**src/rtl/dcache_geom_pkg.sv**
```systemverilog
//################################################
// geometry of the two-way data cache: widths,
// address fields and storage types, referenced by
// scoped name from the tag store, datapath and top
//################################################

package dcache_geom_pkg;

    localparam int addr_w   = 32;
    localparam int data_w   = 64;
    localparam int strb_w   = data_w / 8;
    localparam int offset_w = 3;
    localparam int index_w  = 6;
    localparam int num_sets = 1 << index_w;
    localparam int tag_w    = addr_w - index_w - offset_w;
    localparam int num_ways = 2;

    typedef logic [addr_w-1:0]   addr_t;
    typedef logic [tag_w-1:0]    tag_t;
    typedef logic [index_w-1:0]  index_t;
    typedef logic [data_w-1:0]   line_t;
    typedef logic [strb_w-1:0]   strb_t;

    // one bit names the way
    typedef logic [$clog2(num_ways)-1:0] way_t;

endpackage

```
**src/rtl/dcache_lookup_if.sv**
```systemverilog
//################################################
// lookup results from the tag store and fill/hit
// commands from the controller
//################################################

`timescale 1ns/1ps

interface dcache_lookup_if;

    logic                  hit;
    dcache_geom_pkg::way_t hit_way;
    dcache_geom_pkg::way_t victim_way;
    logic                  victim_dirty;
    dcache_geom_pkg::tag_t victim_tag;

    logic                  fill_we;
    dcache_geom_pkg::way_t fill_way;
    logic                  hit_update;
    logic                  hit_is_write;

    modport tag (
        output hit, hit_way, victim_way, victim_dirty, victim_tag,
        input  fill_we, fill_way, hit_update, hit_is_write
    );

    modport ctrl (
        input  hit, hit_way, victim_way, victim_dirty,
        output fill_we, fill_way, hit_update, hit_is_write
    );

    modport data (
        input hit_way, victim_tag
    );

endinterface

```
**src/rtl/dcache_sram.sv**
```systemverilog
//################################################
// single-port synchronous array, write-first
// instantiated for tag entries and for data lines
//################################################

`timescale 1ns/1ps

module dcache_sram #(
    parameter type entry_t = logic [63:0],
    parameter int  depth   = 64
) (
    input  logic                     clk,
    input  logic [$clog2(depth)-1:0] addr_i,
    input  logic                     we_i,
    input  entry_t                   wdata_i,
    output entry_t                   rdata_o
);

    entry_t mem [depth];

    // same-address write shows up on the read port at once
    always_ff @(posedge clk) begin
        if (we_i) begin
            mem[addr_i] <= wdata_i;
            rdata_o     <= wdata_i;
        end else begin
            rdata_o <= mem[addr_i];
        end
    end

endmodule

```
**src/rtl/dcache_tag_store.sv**
```systemverilog
//################################################
// tag arrays plus valid, dirty and LRU flops
// reports hit and victim for the held request
//################################################

`timescale 1ns/1ps

module dcache_tag_store (
    input  logic                   clk,
    input  logic                   rst_n_i,
    input  dcache_geom_pkg::addr_t addr_i,
    dcache_lookup_if.tag           lookup
);

    dcache_geom_pkg::tag_t   req_tag;
    dcache_geom_pkg::index_t index;
    dcache_geom_pkg::tag_t   tag_q [dcache_geom_pkg::num_ways];
    dcache_geom_pkg::way_t   victim;

    logic [dcache_geom_pkg::num_ways-1:0] way_hit;
    logic [dcache_geom_pkg::num_sets-1:0] valid_q [dcache_geom_pkg::num_ways];
    logic [dcache_geom_pkg::num_sets-1:0] dirty_q [dcache_geom_pkg::num_ways];
    // lru_q names the way to evict next
    logic [dcache_geom_pkg::num_sets-1:0] lru_q;

    assign req_tag = addr_i[dcache_geom_pkg::addr_w-1 -: dcache_geom_pkg::tag_w];
    assign index   = addr_i[dcache_geom_pkg::offset_w +: dcache_geom_pkg::index_w];

    for (genvar w = 0; w < dcache_geom_pkg::num_ways; w++) begin : g_way
        dcache_sram #(
            .entry_t (dcache_geom_pkg::tag_t),
            .depth   (dcache_geom_pkg::num_sets)
        ) tag_ram_inst (
            .clk     (clk),
            .addr_i  (index),
            .we_i    (lookup.fill_we && (lookup.fill_way == w)),
            .wdata_i (req_tag),
            .rdata_o (tag_q[w])
        );

        assign way_hit[w] = valid_q[w][index] && (tag_q[w] == req_tag);
    end

    assign lookup.hit     = |way_hit;
    assign lookup.hit_way = dcache_geom_pkg::way_t'(way_hit[1]);

    // invalid ways first, otherwise the older one
    always_comb begin
        if (!valid_q[0][index]) begin
            victim = 1'b0;
        end else if (!valid_q[1][index]) begin
            victim = 1'b1;
        end else begin
            victim = lru_q[index];
        end
    end

    assign lookup.victim_way   = victim;
    assign lookup.victim_dirty = dirty_q[victim][index];
    assign lookup.victim_tag   = tag_q[victim];

    always_ff @(posedge clk or negedge rst_n_i) begin
        if (!rst_n_i) begin
            valid_q <= '{default: '0};
            dirty_q <= '{default: '0};
            lru_q   <= '0;
        end else begin
            if (lookup.fill_we) begin
                valid_q[lookup.fill_way][index] <= 1'b1;
                dirty_q[lookup.fill_way][index] <= 1'b0;
                lru_q[index]                    <= ~lookup.fill_way;
            end
            if (lookup.hit_update) begin
                lru_q[index] <= ~lookup.hit_way;
                if (lookup.hit_is_write) begin
                    dirty_q[lookup.hit_way][index] <= 1'b1;
                end
            end
        end
    end

    // a refill never installs a tag already present in the set
    a_single_way_hit: assert property (
        @(posedge clk) disable iff (!rst_n_i) !(way_hit[0] && way_hit[1])
    );

endmodule

```
**src/flat_wrapper.sv**
```systemverilog
// flat-port wrapper written by rule: the top's interface ports become plain ports
module dcache_tag_store_flat 
  (clk, rst_n_i, addr_i, lookup_hit, lookup_hit_way, lookup_victim_way, lookup_victim_dirty, lookup_victim_tag, lookup_fill_we, lookup_fill_way, lookup_hit_update, lookup_hit_is_write);
  dcache_lookup_if lookup_i ();
  input  logic clk;
  input  logic rst_n_i;
  input  dcache_geom_pkg::addr_t addr_i;
  output wire logic [$bits(lookup_i.hit)-1:0] lookup_hit;
  output wire logic [$bits(lookup_i.hit_way)-1:0] lookup_hit_way;
  output wire logic [$bits(lookup_i.victim_way)-1:0] lookup_victim_way;
  output wire logic [$bits(lookup_i.victim_dirty)-1:0] lookup_victim_dirty;
  output wire logic [$bits(lookup_i.victim_tag)-1:0] lookup_victim_tag;
  input wire logic [$bits(lookup_i.fill_we)-1:0] lookup_fill_we;
  input wire logic [$bits(lookup_i.fill_way)-1:0] lookup_fill_way;
  input wire logic [$bits(lookup_i.hit_update)-1:0] lookup_hit_update;
  input wire logic [$bits(lookup_i.hit_is_write)-1:0] lookup_hit_is_write;
  assign lookup_hit = lookup_i.hit;
  assign lookup_hit_way = lookup_i.hit_way;
  assign lookup_victim_way = lookup_i.victim_way;
  assign lookup_victim_dirty = lookup_i.victim_dirty;
  assign lookup_victim_tag = lookup_i.victim_tag;
  assign lookup_i.fill_we = lookup_fill_we;
  assign lookup_i.fill_way = lookup_fill_way;
  assign lookup_i.hit_update = lookup_hit_update;
  assign lookup_i.hit_is_write = lookup_hit_is_write;
  dcache_tag_store u_core (.clk(clk), .rst_n_i(rst_n_i), .addr_i(addr_i), .lookup(lookup_i));
endmodule
```
**config.mk**
```make
export PLATFORM = sky130hd
export DESIGN_NAME = dcache_tag_store_flat
export DESIGN_NICKNAME = d
export VERILOG_FILES = /design/src/rtl/dcache_geom_pkg.sv /design/src/rtl/dcache_lookup_if.sv /design/src/rtl/dcache_sram.sv /design/src/rtl/dcache_tag_store.sv /design/src/flat_wrapper.sv
export SDC_FILE = /design/constraint.sdc
export NUM_CORES = 2
export LEC_CHECK = 0
export BUFFER_PORTS_ARGS = -buffer_cell sky130_fd_sc_hd__buf_4
export CORE_MARGIN = 5
export CORE_UTILIZATION = 42
export DETAILED_ROUTE_END_ITERATION = 8
export GPL_ROUTABILITY_DRIVEN = 0
export SLEW_MARGIN = 40
export SYNTH_ARGS = -nofsm -noshare
export SYNTH_HDL_FRONTEND = slang
export SYNTH_SLANG_ARGS = --single-unit
```
**constraint.sdc**
```tcl
create_clock -name clk -period 6.3 [get_ports clk]
set_input_delay 0.63 -clock clk [delete_from_list [all_inputs] [get_ports clk]]
set_output_delay 0.63 -clock clk [all_outputs]
set_load 0.05 [all_outputs]
```
==> results.txt <==
* Final setup viols: 0
* I/O pin cnt: 65
* H-Tree Level Count: 5
* Placement row count: 202
- Setup slack on the worst flop-to-flop path: 690 ps
- Global routing consumed, over all layers together, 22.80% of the routing resources.
* Path depth of the worst reg2reg path: 14
- Fin crit share: a little over nine tenths
- The worst setup path is captured at a primary output.
* Core ar.: 0.3030 mm2
* WL/cell: 34.30 um
- Of all flip-flops after synthesis, the portion carrying an async set or reset was 9.786%.
- In the final layout, the share of cells above drive strength 1 is 32.40%.
- Layout Nets: 6412
- DIE WIDTH: 561.7 um
* Area growth from synthesis to final layout: 15.34%
- Top-area cell type share of the netlist area: between 60 and 70%
- Biggest cell delay along the critical path: 660 ps
- The first global-routing pass estimated 511.0 mm of wire.
- Max stage delay cell, worst path: sky130_fd_sc_hd__or4_1
* Reg-to-reg critical path endpoint: u_core.dirty_q[18]
- Worst Hold Launch: addr_i[8]
* CTS max path bufs: 4
- Clock latency at the later pin of the worst-skew pair: 920 ps
- In the final routing, the length of wire on met1 measures 144.9 mm.
- CTS clk-pin slew, worst paths: 60 ps
- After detailed routing, the number of remaining DRC violations is 0.
- Largest net degree at the start of global routing: 129
- Final Instance Area: around 0.15 mm2
* Die extent in y: 561.7 um
* Vias in the first global route: 65563
* Critical Path AT: 5590 ps
- Dividing the detail-routed via count by the number of cells gives 6.121.
- In this run the tightest slew margin relative to its limit is approximately two fifths.
- For this run, the top clock speed supported by timing is roughly 0.16 GHz.
* Wire length on met3: 33.34 mm
* Total power divided by cell area: 315.1 mW/mm2
- Setup repair after global routing missed its margin: false
* Worst ir drop on vdd: 0.0002189 V
- The count of nets left with antenna violations once routing finished came out at 0.
- Syn_area_per_cell: ~22 um2
* Full die area: 0.3155 mm2
- Once layout is complete, the utilization of the core stands at 48.65%.
* Post-detailed-routing wire length: roughly 360 mm
* DRT iter0 DRCs: 8343
- Required arrival time at the worst endpoint: 5670 ps
- Clock tree synthesis found a total of 3270 sinks.
- Class of the most critical hold timing path: in -> reg
* Cell area after placement: 0.1366 mm2
- On the final layout, the worst clock skew is 62.33 ps.
- The critical path is of the reg -> out type.
- Outcome: finished, final reports clean
- Total number of yosys warnings: 0
* Dominant synthesized flop cell: sky130_fd_sc_hd__edfxtp_1
- Cell types with the largest area share after synthesis: sky130_fd_sc_hd__edfxtp_1, sky130_fd_sc_hd__mux4_2, sky130_fd_sc_hd__dfrtp_1
- Time the final worst path needs with I/O delays and setup: 6224 ps
- The pre-antenna-repair detailed-routing pass consisted of 7 iterations.
* Global route total overflow: 0
- Synthesis produced a netlist whose cell count is 5943.
- Count of unique library cells instantiated by Yosys: 66
- DPL Wire Length: 216.0 mm
* TritonCTS clock tree: built
- Initial core utilization: 42.18%
- By instance count, the cell type seen most on the critical path is sky130_fd_sc_hd__mux4_2.
- The mapped netlist covers 0.1278 mm2.
- In the detailed route, the total length drawn on met2 is 168.6 mm.
- Highest metal layer with signal wires: met5
- Largest area contributor in the synthesized netlist: sky130_fd_sc_hd__edfxtp_1
- Number of antenna violations at the first check in global routing: 32
- The synthesized design contains 3270 register bits.
- Category of the worst setup path launch point: register
* Number of nets produced by synthesis: 5981
- Total Negative Setup Slacks: 0 ps
- Number of synthesized flops with an enable pin: roughly 3000
- Traced cell by cell, the critical path runs through buf_12 -> buf_12 -> mux4_2 -> mux4_2 -> mux4_2 -> xnor2_1 -> nand4_1 -> or4_1 -> or4_4 -> clkinv_8 -> buf_4.
* Clock buffer count from CTS: between 300 and 400
- The most critical setup path has its endpoint at lookup_hit_way.
- At the pin with the least slew margin, the transition time is 910.7 ps.
* Static leakage: 47.86 nW
- Quantity of I/O buffers inserted on ports: a little over 60
- Clock tree root buffer cell: sky130_fd_sc_hd__clkbuf_16
* Count of final max-slew check failures: 0
* Number of hold violations in the final report: 0
- Along the worst path, the maximum fanout reaches 26.
- Max-cap violations in this run came to 0.
- Via count: 64980
- After synthesis, flip-flops and latches occupy 75.53% of the total area.
==> final cells by class <==
| cell class | count | area (um2) |
|---|---|---|
| Antenna cell | 8 | 20.02 |
| Clock buffer | 406 | 8605 |
| Clock inverter | 180 | 1670 |
| Fill cell | 24070 | 155600 |
| Inverter | 34 | 143.9 |
| Multi-Input combinational cell | 2297 | 30560 |
| Sequential cell | 3270 | 96560 |
| Tap cell | 3978 | 4977 |
| Timing Repair Buffer | 443 | 4890 |
==> worst min-delay path by stage <==
stage	end	slack, ps	cells past startpoint
after floorplan	u_core.dirty_q[0]	330	0
after global placement	u_core.valid_q[74]	440	1
after detailed placement	u_core.valid_q[76]	450	1
after CTS	register	7	1
after global routing	register	50	1
final	register	80	1
==> repair_timing <==
item	CTS	global route
gates cloned	2	2
pin swaps	3	1
hold buffers	2	0
gates resized for setup	17	19
endpoints found under the setup margin	3	3
setup buffers	10	5
endpoints found under the hold margin	79	0
==> cell families (layout without fill, tap and decap cells) <==
kind of cell | after synthesis | in the layout | synth area share [%]
xor gates and xnor gates | 46 | 46 | 0.3152
buffers and inverters | 376 | 1063 | 1.250
muxes | 1080 | 1080 | 18.21
AOI/OAI and AO/OA | 487 | 487 | 2.179
other | 0 | 8 | 0
DFF | 3270 | 3270 | 75.53
and+or+nand+nor | 684 | 684 | 2.521
==> synthesized netlist by cell type, drive strengths merged, types with 3 or more instances <==
library cell  count
nand3b            5
mux2i            65
dfrtp           320
dfxtp             6
xor2             10
inv              32
edfxtp         2944
a221o             4
a22oi            12
o221ai            7
o211ai            4
a21oi            50
nor3b             4
mux4            994
nor3             28
and3              8
buf             153
and2             15
nand2           283
nand2b           25
nor2b             8
nand3            26
or3               7
a221oi           13
nor4              3
o31ai            19
o2bb2ai           5
a211oi            3
and3b             6
a31oi            21
a222oi            3
clkbuf          189
mux2             21
a21o              3
nand4            12
o21ai           307
or4               4
o22ai            20
nor2            138
xnor2            36
or2             108
==> layer usage <==
metal  track usage [%]  vias to the layer above
li1                  -                    25618
met1             31.89                    35255
met2             35.14                     3300
met3             5.032                      793
met4             9.080                       14
met5            0.1958                        -
==> critical path, delay by kind of cell (launching register included) <==
family	cells	cell delay (ps)
DFF	1	380
buffers and inverters	4	780
muxes	3	1760
xor gates and xnor gates	1	180
and+or+nand+nor	3	1530
==> where the power goes <==
part / switching, W / internal [W]
Combinational: 0.00203 / 0.00128
Sequential: 0.000194 / 0.0240
Clock: 0.00821 / 0.0108
==> per-stage QoR <==
stage / hold slack, ps / instances / worst slack, ps / power, W
after CTS: 7.151 / 10598 / 2.622 / 0.04669
after detailed placement: 449.5 / 9999 / 48.73 / 0.02786
after global placement: 443.5 / 9945 / 55.93 / 0.02778
after floorplan: 334.4 / 5943 / 849.8 / 0.02634
final: 81.11 / 10616 / 75.90 / 0.04645
after global routing: 50.42 / 10610 / 2.468 / 0.04784
==> registers in the layout (all words and copies together), names as in the netlist, named ones only <==
name	flops
u_core.dirty_q	128
u_core.lru_q	64
u_core.g_way.tag_ram_inst.mem	2944
u_core.valid_q	128
==> layout by cell type (no fill, tap or decap), types with 71 or more instances in the layout <==
cell type,netlist,final
sky130_fd_sc_hd__buf_4,14,314
sky130_fd_sc_hd__clkbuf_16,0,333
sky130_fd_sc_hd__dfrtp_1,320,320
sky130_fd_sc_hd__nor2_4,1,90
sky130_fd_sc_hd__o21ai_0,273,273
sky130_fd_sc_hd__edfxtp_1,2944,2944
sky130_fd_sc_hd__clkinv_1,2,81
sky130_fd_sc_hd__nand2_1,281,276
sky130_fd_sc_hd__mux4_2,994,994
sky130_fd_sc_hd__clkbuf_1,189,71
sky130_fd_sc_hd__or2_2,108,108
(Power assumes the default switching activity.)
