<file path="src/rtl/dcache_geom_pkg.sv">
//################################################
// geometry of the two-way data cache: widths,
// address fields and storage types, referenced by
// scoped name from the tag store, datapath and top
//################################################

package dcache_geom_pkg;

    localparam int addr_w   = 32;
    localparam int data_w   = 64;
    localparam int strb_w   = data_w / 8;
    localparam int offset_w = 3;
    localparam int index_w  = 6;
    localparam int num_sets = 1 << index_w;
    localparam int tag_w    = addr_w - index_w - offset_w;
    localparam int num_ways = 2;

    typedef logic [addr_w-1:0]   addr_t;
    typedef logic [tag_w-1:0]    tag_t;
    typedef logic [index_w-1:0]  index_t;
    typedef logic [data_w-1:0]   line_t;
    typedef logic [strb_w-1:0]   strb_t;

    // one bit names the way
    typedef logic [$clog2(num_ways)-1:0] way_t;

endpackage

</file>
<file path="src/rtl/dcache_proto_pkg.sv">
//################################################
// controller states and next-level memory request
// kinds shared by controller, datapath and top
//################################################

package dcache_proto_pkg;

    typedef enum logic [2:0] {
        st_idle,
        st_lookup,
        st_hit,
        st_writeback,
        st_refill
    } ctrl_state_e;

    typedef enum logic [1:0] {
        req_none,
        req_writeback,
        req_refill
    } mem_req_e;

endpackage

</file>
<file path="src/rtl/dcache_lookup_if.sv">
//################################################
// lookup results from the tag store and fill/hit
// commands from the controller
//################################################

`timescale 1ns/1ps

interface dcache_lookup_if;

    logic                  hit;
    dcache_geom_pkg::way_t hit_way;
    dcache_geom_pkg::way_t victim_way;
    logic                  victim_dirty;
    dcache_geom_pkg::tag_t victim_tag;

    logic                  fill_we;
    dcache_geom_pkg::way_t fill_way;
    logic                  hit_update;
    logic                  hit_is_write;

    modport tag (
        output hit, hit_way, victim_way, victim_dirty, victim_tag,
        input  fill_we, fill_way, hit_update, hit_is_write
    );

    modport ctrl (
        input  hit, hit_way, victim_way, victim_dirty,
        output fill_we, fill_way, hit_update, hit_is_write
    );

    modport data (
        input hit_way, victim_tag
    );

endinterface

</file>
<file path="src/rtl/dcache_ctrl.sv">
//################################################
// request controller: one access at a time through
// lookup, hit, write-back of a dirty victim, refill
//################################################

`timescale 1ns/1ps

module dcache_ctrl (
    input  logic                       clk,
    input  logic                       rst_n_i,
    input  logic                       read_valid_i,
    input  logic                       write_valid_i,
    input  logic                       mem_ready_i,
    dcache_lookup_if.ctrl              lookup,
    output logic                       ready_o,
    output dcache_proto_pkg::mem_req_e mem_req_o,
    output logic                       data_we_o,
    output dcache_geom_pkg::way_t      data_way_o,
    output logic                       data_from_mem_o
);

    dcache_proto_pkg::ctrl_state_e state_q;
    dcache_proto_pkg::ctrl_state_e state_d;

    logic accept;
    logic refill_done;

    // exactly one valid starts a request
    assign accept      = read_valid_i ^ write_valid_i;
    assign refill_done = (state_q == dcache_proto_pkg::st_refill) && mem_ready_i;

    always_comb begin
        state_d = state_q;
        case (state_q)
            dcache_proto_pkg::st_idle: begin
                if (accept) begin
                    state_d = dcache_proto_pkg::st_lookup;
                end
            end
            dcache_proto_pkg::st_lookup: begin
                if (lookup.hit) begin
                    state_d = dcache_proto_pkg::st_hit;
                end else if (lookup.victim_dirty) begin
                    state_d = dcache_proto_pkg::st_writeback;
                end else begin
                    state_d = dcache_proto_pkg::st_refill;
                end
            end
            dcache_proto_pkg::st_hit: begin
                state_d = dcache_proto_pkg::st_idle;
            end
            dcache_proto_pkg::st_writeback: begin
                if (mem_ready_i) begin
                    state_d = dcache_proto_pkg::st_refill;
                end
            end
            dcache_proto_pkg::st_refill: begin
                // back to lookup, the new line then hits
                if (mem_ready_i) begin
                    state_d = dcache_proto_pkg::st_lookup;
                end
            end
            default: begin
                state_d = dcache_proto_pkg::st_idle;
            end
        endcase
    end

    always_ff @(posedge clk or negedge rst_n_i) begin
        if (!rst_n_i) begin
            state_q <= dcache_proto_pkg::st_idle;
        end else begin
            state_q <= state_d;
        end
    end

    assign ready_o = (state_q == dcache_proto_pkg::st_hit);

    always_comb begin
        case (state_q)
            dcache_proto_pkg::st_writeback: mem_req_o = dcache_proto_pkg::req_writeback;
            dcache_proto_pkg::st_refill:    mem_req_o = dcache_proto_pkg::req_refill;
            default:                        mem_req_o = dcache_proto_pkg::req_none;
        endcase
    end

    assign lookup.fill_we      = refill_done;
    assign lookup.fill_way     = lookup.victim_way;
    assign lookup.hit_update   = ready_o;
    assign lookup.hit_is_write = write_valid_i;

    // hit cycle targets the hit way, misses target the victim
    assign data_way_o      = ready_o ? lookup.hit_way : lookup.victim_way;
    assign data_we_o       = (ready_o && write_valid_i) || refill_done;
    assign data_from_mem_o = (state_q == dcache_proto_pkg::st_refill);

    a_no_dual_request: assert property (
        @(posedge clk) disable iff (!rst_n_i)
        (state_q == dcache_proto_pkg::st_idle) |-> !(read_valid_i && write_valid_i)
    );

    a_mem_req_held: assert property (
        @(posedge clk) disable iff (!rst_n_i)
        ((mem_req_o != dcache_proto_pkg::req_none) && !mem_ready_i) |=> $stable(mem_req_o)
    );

endmodule

</file>
<file path="src/flat_wrapper.sv">
// flat-port wrapper written by rule: the top's interface ports become plain ports
module dcache_ctrl_flat 
  (clk, rst_n_i, read_valid_i, write_valid_i, mem_ready_i, ready_o, mem_req_o, data_we_o, data_way_o, data_from_mem_o, lookup_hit, lookup_hit_way, lookup_victim_way, lookup_victim_dirty, lookup_fill_we, lookup_fill_way, lookup_hit_update, lookup_hit_is_write);
  dcache_lookup_if lookup_i ();
  input  logic clk;
  input  logic rst_n_i;
  input  logic read_valid_i;
  input  logic write_valid_i;
  input  logic mem_ready_i;
  output logic ready_o;
  output dcache_proto_pkg::mem_req_e mem_req_o;
  output logic data_we_o;
  output dcache_geom_pkg::way_t data_way_o;
  output logic data_from_mem_o;
  input wire logic [$bits(lookup_i.hit)-1:0] lookup_hit;
  input wire logic [$bits(lookup_i.hit_way)-1:0] lookup_hit_way;
  input wire logic [$bits(lookup_i.victim_way)-1:0] lookup_victim_way;
  input wire logic [$bits(lookup_i.victim_dirty)-1:0] lookup_victim_dirty;
  output wire logic [$bits(lookup_i.fill_we)-1:0] lookup_fill_we;
  output wire logic [$bits(lookup_i.fill_way)-1:0] lookup_fill_way;
  output wire logic [$bits(lookup_i.hit_update)-1:0] lookup_hit_update;
  output wire logic [$bits(lookup_i.hit_is_write)-1:0] lookup_hit_is_write;
  assign lookup_i.hit = lookup_hit;
  assign lookup_i.hit_way = lookup_hit_way;
  assign lookup_i.victim_way = lookup_victim_way;
  assign lookup_i.victim_dirty = lookup_victim_dirty;
  assign lookup_fill_we = lookup_i.fill_we;
  assign lookup_fill_way = lookup_i.fill_way;
  assign lookup_hit_update = lookup_i.hit_update;
  assign lookup_hit_is_write = lookup_i.hit_is_write;
  dcache_ctrl u_core (.clk(clk), .rst_n_i(rst_n_i), .read_valid_i(read_valid_i), .write_valid_i(write_valid_i), .mem_ready_i(mem_ready_i), .lookup(lookup_i), .ready_o(ready_o), .mem_req_o(mem_req_o), .data_we_o(data_we_o), .data_way_o(data_way_o), .data_from_mem_o(data_from_mem_o));
endmodule
</file>
<file path="config.mk">
export PLATFORM = sky130hd
export DESIGN_NAME = dcache_ctrl_flat
export DESIGN_NICKNAME = d
export VERILOG_FILES = /design/src/rtl/dcache_geom_pkg.sv /design/src/rtl/dcache_proto_pkg.sv /design/src/rtl/dcache_lookup_if.sv /design/src/rtl/dcache_ctrl.sv /design/src/flat_wrapper.sv
export SDC_FILE = /design/constraint.sdc
export NUM_CORES = 1
export LEC_CHECK = 0
export BUFFER_PORTS_ARGS = -buffer_cell sky130_fd_sc_hd__buf_2
export CORE_AREA = 5 5 42 44
export DETAILED_ROUTE_END_ITERATION = 7
export DIE_AREA = 0 0 47 49
export MAX_ROUTING_LAYER = met4
export PLACE_DENSITY = 0.46
export SYNTH_ARGS = -nofsm -noshare
export SYNTH_HDL_FRONTEND = slang
export SYNTH_SLANG_ARGS = --single-unit
</file>
<file path="constraint.sdc">
create_clock -name clk -period 1.6 [get_ports clk]
set_input_delay 0.32 -clock clk [delete_from_list [all_inputs] [get_ports clk]]
set_output_delay 0.32 -clock clk [all_outputs]
set_load 0.01 [all_outputs]
</file>
==> run metrics, run 1 <==
status finished with violations; violations in the final reports setup timing; number of max-cap violations 0; die footprint 2300 sq um; clock-pin slew reported for the worst setup and hold paths after clock tree synthesis ~0.04 ns; Clock H-tree levels 1; pin count of the biggest net entering global routing 6; Boundary Pins 19; detailed-routed wire length on met3 70 um; endpoint type of the worst setup path output port; Min Clock Period, post-route about 1.7 ns; Die X-Extent 47 um; drt first-iter violations 1; Adder-Cell Fraction of Synth Area 0%; xor and xnor area share after synthesis roughly 3.4%; sequential element share of the synthesized area about 30%; Leak Pwr 0.248 nW; kind of critical path flop to output port; clock buffers created by TritonCTS 3; Bufs on Longest Clock Path 2; Via density 4.31; Util after Layout 33.4%; worst IR drop on VDD 0.000551 V; synthesis warning total 0; highest net fanout along the worst path 4; number of port buffers 18; largest registers ranked by flip-flop count u_core.state_q: 3 flops; fill cell count 143; WL met2 between 300 and 400 um; Synth cell types 18; class of the worst hold path input pin to asynchronous set/reset pin; TritonCTS clock tree done; DIE HEIGHT 49 um; most common cell after layout, fill and taps aside buf_2; Post-Syn Nets 38; data arrival time of the critical path about 1.4 ns; Final setup violation count 2; worst hold slack across all endpoints 0.417 ns; multiplexer share of the synthesized area 4.43%; area of the mapped netlist 254 sq um; compound-cell area share of the yosys netlist 11.8%; Floorplan Core Area around 1400 sq um; achievable clock frequency 596 MHz; most frequent cells in the layout buf_2 (15), buf_4 (6), buf_6 (4); power density over the cells ~1600 nW/um^2; highest signal layer in the routed design met4; Post-Synth Simple-Gate Area between 30% and 40%; Power, Total roughly 760 uW; floorplan row count 14; final global-route overflow total 0; Metal-1 WL between 300 and 400 um; nature of the critical path startpoint flop; Clock Skews 0.00222 ns; number of global-route vias before repair 340; number of hold-slack violations in the final timing report 0; routed length per placed instance 11.0 um; HPWL Detailed between 500 and 600 um; routability congestion estimate 0.716; unrepaired setup endpoints after global routing true; WL final 783 um; global-route wire length before repair about 1.3 mm; total global routing track utilization 8.47%; tightest slew margin relative to the limit 85.2%; Mapped Avg Cell Area 8.76 sq um; largest register by flop count u_core.state_q; antenna violations before repair 0; ant diodes 0; pin slew with the least headroom to its limit 0.222 ns; post-route fraction of the period consumed by the critical path 105%; count of vias placed by the detailed router between 300 and 400; master cell of the clock root buffer clkbuf_4; main combinational cell family by area after synthesis simple AND/OR/NAND/NOR gates; post-route ant nets 0; DR pass1 iterations 3; post-route setup slack -0.0769 ns; post-synthesis to final-layout area growth 84.2%; initial cell density of the core 18.1%; DRC 0; final-report max-slew violation count 0; max reg flops 3; WP data required 1.28 ns; fraction of final layout cells with drive strength greater than 1 65.5%; register bit total from synthesis 3; Setup TNS Final -0.0796 ns; insertion delay of the later-clocked pin in the worst-skew pair 0.23 ns; count of nets after finishing between 60 and 70; Sink Count 3; synthesized instance count 29; worst-case setup slack after placement 0.0957 ns
-- area by class of cell --
type                       instances  area, sq um  share of cell area [%]
multi-input combinational         19          160                    34.2
tap                               16         20.0                    4.28
clock buffer                       4         26.3                    5.61
timing repair buffer              26          175                    37.4
inverter                           3         11.3                    2.41
sequential                         3         75.1                    16.0
-- repair_timing --
action | in CTS | in global routing
resized for setup | 5 | 5
hold endpoints to repair | 3 | 0
endpoints found under the setup margin | 3 | 4
pin swaps | 3 | 2
setup buffers | 4 | 1
hold buffers | 1 | 0
-- path summary, 6_finish.rpt --
path,start,to,slack (ns),cells past startpoint
worst max-delay path,u_core.state_q[2],data_way_o,-0.08,3
worst min-delay path,rst_n_i,u_core.state_q[2],0.42,2
worst max register to register,u_core.state_q[0],u_core.state_q[0],0.34,6
worst min register to register,u_core.state_q[0],u_core.state_q[1],0.73,3
max in group asynchronous,rst_n_i,u_core.state_q[1],1.08,2
min in group clk,mem_ready_i,u_core.state_q[2],0.42,4
-- layer usage --
layer	vias to the layer above	GRT usage [%]
met1	138	9.07
met4	0	9.68
met3	4	1.48
met5	-	-
li1	146	-
met2	18	11.5
-- synthesized netlist by cell type --
| cell type | number | share of area (%) |
|---|---|---|
| a21oi_1 | 1 | 2.0 |
| a22oi_1 | 1 | 3.0 |
| mux2_1 | 1 | 4.4 |
| or4_4 | 1 | 4.4 |
| o21ai_0 | 1 | 2.0 |
| xnor2_1 | 1 | 3.4 |
| buf_6 | 1 | 4.4 |
| nor3_1 | 1 | 2.0 |
| nor3b_1 | 1 | 3.0 |
| inv_1 | 3 | 4.4 |
| nor3b_2 | 2 | 9.9 |
| nand2b_1 | 1 | 2.5 |
| o211ai_2 | 1 | 4.9 |
| nand2_1 | 4 | 5.9 |
| dfrtp_1 | 3 | 30 |
| nor2b_1 | 1 | 2.5 |
| nor2_1 | 2 | 3.0 |
| buf_4 | 3 | 8.9 |
-- worst max-delay path, cell delays in order, from the launching register on --
cell and delay [ns]:
dfrtp_1 0.41, nor3b_4 0.27, mux2_4 0.33, buf_6 0.12
-- per-stage QoR --
stage	area, sq um	std cells
floorplan	254	29
global placement	345	61
detailed placement	345	61
CTS	437	70
global route	468	71
finish	468	71
-- cell families (layout without fill, tap and decap cells) --
kind of cell | Yosys count | in the layout
AO/OA/AOI/OAI | 4 | 4
multiplexers | 1 | 1
flip-flops | 3 | 3
XOR/XNOR | 1 | 1
buffers and inverters | 7 | 33
AND/OR/NAND/NOR | 13 | 13
-- report_power, final --
group	switching, mW	total (mW)	leakage (nW)	internal (mW)
sequential	0.0359	0.145	0.0392	0.109
clock	0.0400	0.134	0.0150	0.0935
combinational	0.213	0.479	0.194	0.266
(Power assumes the default switching activity.)
==> inputs of run 2 (changes only) <==
PLACE_DENSITY = 0.41   (was 0.46)
clock period = 2.02 ns   (was 1.6 ns; I/O delays follow)
==> run metrics, run 2 (synthesized netlist as in run 1, its figures left out) <==
highest net fanout along the worst path 5 (+1); logic depth of the worst register-to-register path 3 (-3); largest register by flop count u_core.state_q; post-route fraction of the period consumed by the critical path 91.7%; final global-route overflow total 0 (unchanged); clock-pin slew reported for the worst setup and hold paths after clock tree synthesis 0.04 ns (about the same); max reg flops 3 (unchanged); Crit-path slowest cell dfrtp_1; fill cell count 162 (+13%); routability congestion estimate 0.706 (-1.5%); net switching share of the total power 39.7% (+1.6 points); floorplan row count 14 (unchanged); post-route setup slack 0.168 ns (+0.245 ns); worst IR drop on VDD 0.000384 V (-30%); Final setup violation count 0 (-2); fraction of final layout cells with drive strength greater than 1 53.1% (-12 points); post-synthesis to final-layout area growth 47.3%; pin count of the biggest net entering global routing 9 (+3); DRC 0 (unchanged); Floorplan Core Area 1400 sq um (unchanged); power density over the cells 1230 nW/um^2 (-24%); Clock Skews 0.00121 ns (-0.00101 ns); count of vias placed by the detailed router 246 (-20%); WL final 607 um (-22%); pin slew with the least headroom to its limit 0.257 ns (+0.0355 ns); global-route wire length before repair 986 um (-24%); number of hold-slack violations in the final timing report 0 (unchanged); most frequent cells in the layout buf_2 (18), nand2_1 (4), inv_1 (3), clkbuf_4 (3), dfrtp_1 (3); Util after Layout 26.7% (-6.7 points); initial cell density of the core 18.1% (unchanged); clock buffers created by TritonCTS 3 (unchanged); class of the worst hold path input pin to flop; die footprint 2300 sq um (unchanged); unrepaired setup endpoints after global routing false; Sink Count 3 (unchanged); WP data required 1.62 ns (+0.34 ns); Clock H-tree levels 1 (unchanged); longest individual stage delay on the worst path 0.43 ns (+0.02 ns); Min Clock Period, post-route 1.85 ns; most common cell after layout, fill and taps aside buf_2; proportion of power drawn by the clock network 22.7% (+5.1 points); P_int 277 uW (-41%); drt first-iter violations 4 (+3); Setup crit end data_way_o; critical register-to-register path startpoint u_core.state_q[1]; antenna violations before repair 0 (unchanged); status finished clean; DR pass1 iterations 4 (+1); footprint of the flip-flops and latches 75.1 sq um (unchanged); post-detailed-placement cell area 338 sq um (-2.2%); routed length per placed instance 9.34 um (-15%); Boundary Pins 19 (unchanged); relative contribution of sequential cells to total power 25.4% (+6.3 points); master cell of the clock root buffer clkbuf_4; combinational group share of total power 51.9% (-11 points); nature of the critical path startpoint flop; number of max-cap violations 0 (unchanged); switching pwr 183 uW (-37%); Cell Chain, Critical Path nor3b_2 -> mux2_1 -> buf_2; DIE HEIGHT 49 um (unchanged); TritonCTS clock tree done; count of nets after finishing 59 (-9.2%); Die X-Extent 47 um (unchanged); data arrival time of the critical path 1.45 ns (+0.09 ns); post-route ant nets 0 (unchanged); worst r2r dst u_core.state_q[0]; Leak Pwr 0.211 nW (-15%); achievable clock frequency 540 MHz; ant diodes 0 (unchanged); total global routing track utilization 6.06% (-2.4 points); first element of the critical path u_core.state_q[0]; kind of critical path flop to output port; worst-case setup slack after placement 0.405 ns (+0.309 ns); Via density 3.78 (-12%); HPWL Detailed 505 um (-8.1%); number of port buffers 18 (unchanged); endpoint type of the worst setup path output port; Setup TNS Final 0 ns (+0.0796 ns); final-report max-slew violation count 0 (unchanged); Bufs on Longest Clock Path 2 (unchanged); largest registers ranked by flip-flop count u_core.state_q: 3 flops; minimum setup slack among reg-to-reg paths 0.82 ns (+0.48 ns); finished layout cell area 374 sq um (-20%); Resize count post-CTS 0 (-5); total area of multi-input combinational cells 134 sq um (-16%); tightest slew margin relative to the limit 82.8% (-2.4 points); number of global-route vias before repair 244 (-28%); insertion delay of the later-clocked pin in the worst-skew pair 0.23 ns (about the same)
[run 2: cell types whose count changed in the layout (fill, tap and decap cells not counted), moves of 2 or more]
cell     previous run  this run
nor3b_2             0         2
buf_6               4         0
nor3b_4             2         0
buf_2              15        18
buf_4               6         1
[run 2: how the worst min path moves through the flow]
stage / from / to / slack (ns) / cells after the start
after global routing: mem_ready_i / u_core.state_q[0] / 0.49 / 3
after global placement: rst_n_i / u_core.state_q[1] / 0.21 / 1
after CTS: mem_ready_i / u_core.state_q[0] / 0.46 / 3
after detailed placement: rst_n_i / u_core.state_q[2] / 0.20 / 1
after floorplan: rst_n_i / u_core.state_q[0] / 0.11 / 0
final: mem_ready_i / u_core.state_q[0] / 0.46 / 3
[run 2: repair_timing]
action                    4_1_cts  5_1_grt
setup buffers                   0        0
hold buffers                    1        0
hold endpoints to repair        3        0
[run 2: routing by layer]
metal	vias to the layer above	share of wire, %	track usage (%)
met5	-	0	-
met2	15	35	6.56
met3	0	12	4.80
li1	134	-	-
met4	0	0	1.38
met1	97	53	8.57
[run 2: metrics by stage]
stage | power (mW) | hold slack [ns] | cells
3_5_place_dp | 0.359 | 0.200 | 60
3_3_place_gp | 0.363 | 0.206 | 60
5_1_grt | 0.505 | 0.492 | 65
2_1_floorplan | 0.297 | 0.108 | 29
4_1_cts | 0.471 | 0.458 | 65
6_report | 0.460 | 0.457 | 65
[run 2: final cells by class]
cell class / count / share of cell area [%]
clock buffers: 4 / 7.02
well taps: 16 / 5.35
inverters: 3 / 3.01
flip-flops and latches: 3 / 20.1
multi-input cells: 19 / 35.8
repair buffers: 20 / 28.8
[run 2: power groups by stage]
stage | Combinational [mW] | Sequential (mW) | Clock [mW]
after floorplan | 0.188 | 0.109 | 0
after global placement | 0.248 | 0.115 | 0
after detailed placement | 0.242 | 0.117 | 0
after CTS | 0.244 | 0.117 | 0.110
after global routing | 0.269 | 0.121 | 0.115
final | 0.239 | 0.117 | 0.105
[run 2: worst max-delay path: cells and delay by family (launching register included)]
kind / cells / cell delay, ns
muxes: 1 / 0.34
and+or+nand+nor: 1 / 0.30
buffers and inverters: 1 / 0.14
DFF: 1 / 0.43
==> inputs of run 3 (changes only) <==
ABC_AREA = 1   (was unset)
CORE_AREA = 2 2 39 41   (was 5 5 42 44)
DIE_AREA = 0 0 41 43   (was 0 0 47 49)
PLACE_DENSITY = 0.42   (was 0.41)
==> run metrics, run 3 <==
status finished clean; fraction of final layout cells with drive strength greater than 1 39.1% (-14 points); Setup TNS Final 0 ns (unchanged); Min Clock Period, post-route 1.60 ns (-0.255 ns); tightest slew margin relative to the limit 86.8% (+4.0 points); logic depth of the worst register-to-register path 6 (+3); antenna violations before repair 0 (unchanged); final global-route overflow total 0 (unchanged); global-route wire length before repair 876 um (-11%); endpoint type of the worst setup path output port; largest cells by area after synthesis dfrtp_1 (28%), nand2_1 (18%), inv_1 (9.9%), nand3_1 (9.4%), buf_4 (8.5%); Post-Syn Nets 53 (+39%); WL final 590 um (-2.8%); share of flip-flops with an asynchronous set or reset 100% (unchanged); floorplan row count 14 (unchanged); Final setup violation count 0 (unchanged); synthesis warning total 0 (unchanged); Clock H-tree levels 1 (unchanged); area share of the largest cell type after synthesis 28.3% (-1.3 points); critical register-to-register path startpoint u_core.state_q[1]; data arrival time of the critical path 1.19 ns (-0.26 ns); count of nets after finishing 74 (+25%); Leak Pwr 0.261 nW (+24%); achievable clock frequency 626 MHz (+16%); WP data required 1.62 ns (about the same); Die X-Extent 41 um (-13%); Boundary Pins 19 (unchanged); ys flop type dfrtp_1; total global routing track utilization 7.84% (+1.8 points); pin count of the biggest net entering global routing 7 (-2); largest registers ranked by flip-flop count u_core.state_q: 3 flops; ant diodes 0 (unchanged); pin slew with the least headroom to its limit 0.197 ns (-0.0609 ns); Mapped Avg Cell Area 6.03 sq um (-31%); synthesized instance count 44 (+52%); Synth cell types 12 (-6); DR pass1 iterations 4 (unchanged); master cell of the clock root buffer clkbuf_4; HPWL Detailed 490 um (-2.9%); clock buffers created by TritonCTS 3 (unchanged); number of max-cap violations 0 (unchanged); most common cell after layout, fill and taps aside buf_2; post-route fraction of the period consumed by the critical path 79.1% (-13 points); count of vias placed by the detailed router 307 (+25%); post-detailed-placement cell area 353 sq um (+4.4%); routed length per placed instance 7.38 um (-21%); Clock Skews 0.00286 ns (+0.00164 ns); final-report max-slew violation count 0 (unchanged); minimum setup slack among reg-to-reg paths 1.02 ns (+0.20 ns); leading cell type by number of instances after synthesis nand2_1; Sink Count 3 (unchanged); highest net fanout along the worst path 4 (-1); Setup crit end data_we_o; routability congestion estimate 0.737 (+4.5%); Floorplan Core Area 1380 sq um (-1.2%); highest signal layer in the routed design met3; number of port buffers 18 (unchanged); number of flops mapped to enable cells by yosys 0 (unchanged); most frequent cells in the layout buf_2 (18), nand2_1 (13), inv_1 (7), nor2_1 (6), nand3_1 (5); nature of the critical path startpoint flop; initial cell density of the core 19.2% (+1.0 points); drt first-iter violations 3 (-1); class of the worst hold path input pin to asynchronous set/reset pin; unrepaired setup endpoints after global routing false; first element of the critical path u_core.state_q[2]; most used standard cells in the synthesized netlist nand2_1 (13), inv_1 (7), nor2_1 (6); worst IR drop on VDD 0.000408 V (+6.2%); insertion delay of the later-clocked pin in the worst-skew pair 0.23 ns (about the same); max reg flops 3 (unchanged); Metal-1 WL 243 um (-24%); finished layout cell area 389 sq um (+4.0%); detailed-routed wire length on met3 47 um (-36%); Via density 3.84 (+1.4%); DIE HEIGHT 43 um (-12%); sequential element share of the synthesized area 28.3% (-1.3 points); largest register by flop count u_core.state_q; post-synthesis to final-layout area growth 46.7%; TritonCTS clock tree done; DRC 0 (unchanged); die footprint 1760 sq um (-23%); WL met2 299 um (+41%); power density over the cells 1240 nW/um^2 (+0.87%); area of the mapped netlist 265 sq um (+4.4%); Util after Layout 28.1% (+1.4 points); biggest area consumer among synthesized cells dfrtp_1; clock-pin slew reported for the worst setup and hold paths after clock tree synthesis 0.04 ns (about the same); number of global-route vias before repair 266 (+9.0%); kind of critical path flop to output port; Power, Total 483 uW (+4.9%); number of hold-slack violations in the final timing report 0 (unchanged); worst r2r dst u_core.state_q[0]; post-route ant nets 0 (unchanged); register bit total from synthesis 3 (unchanged); Bufs on Longest Clock Path 2 (unchanged)
run 3: layout make-up:
cell class              count  area (sq um)
fillers                   164           995
multi-input cells          29           134
repair buffers             19           100
flip-flops and latches      3          75.1
inverters                   9          33.8
clock buffers               4          26.3
well taps                  16          20.0
run 3: critical path: stages (launching register included):
cell and delay [ns]:
dfrtp_1 0.41, inv_1 0.10, nand3_1 0.10, inv_1 0.11, nand2_1 0.05, o21ai_0 0.06, buf_2 0.15
run 3: repair_timing:
action	4_1_cts	5_1_grt
gates resized for setup	0	0
hold endpoints to repair	3	0
hold buffers	1	0
setup buffers	0	0
run 3: per-layer routing:
metal / vias to the layer above / track usage, %
met5: - / -
met4: 0 / 6.00
met3: 0 / 3.14
met2: 12 / 12.2
met1: 127 / 7.14
li1: 168 / -
run 3: through the flow:
stage	worst slack [ns]	instances	hold slack, ns
floorplan	0.723	44	0.108
global placement	0.655	75	0.202
detailed placement	0.649	75	0.200
CTS	0.391	80	0.479
global route	0.317	80	0.506
finish	0.423	80	0.490
run 3: cell families after synthesis:
kind of cell,synth area share (%)
and+or+nand+nor,42.5
AOI/OAI and AO/OA,4.72
xor gates and xnor gates,3.30
DFF,28.3
buffers and inverters,21.2
run 3: how the worst min path moves through the flow:
stage,depth (start not counted),to,slack [ns],start
final,2,u_core.state_q[2],0.49,rst_n_i
after global routing,2,u_core.state_q[0],0.51,rst_n_i
after CTS,2,u_core.state_q[2],0.48,rst_n_i
after detailed placement,1,u_core.state_q[1],0.20,rst_n_i
after global placement,1,u_core.state_q[0],0.20,rst_n_i
after floorplan,0,u_core.state_q[0],0.11,rst_n_i
run 3: power breakdown:
part	internal (mW)	total (mW)	switching (mW)
Combinational	0.104	0.258	0.154
Clock	0.0740	0.104	0.0301
Sequential	0.0896	0.121	0.0309
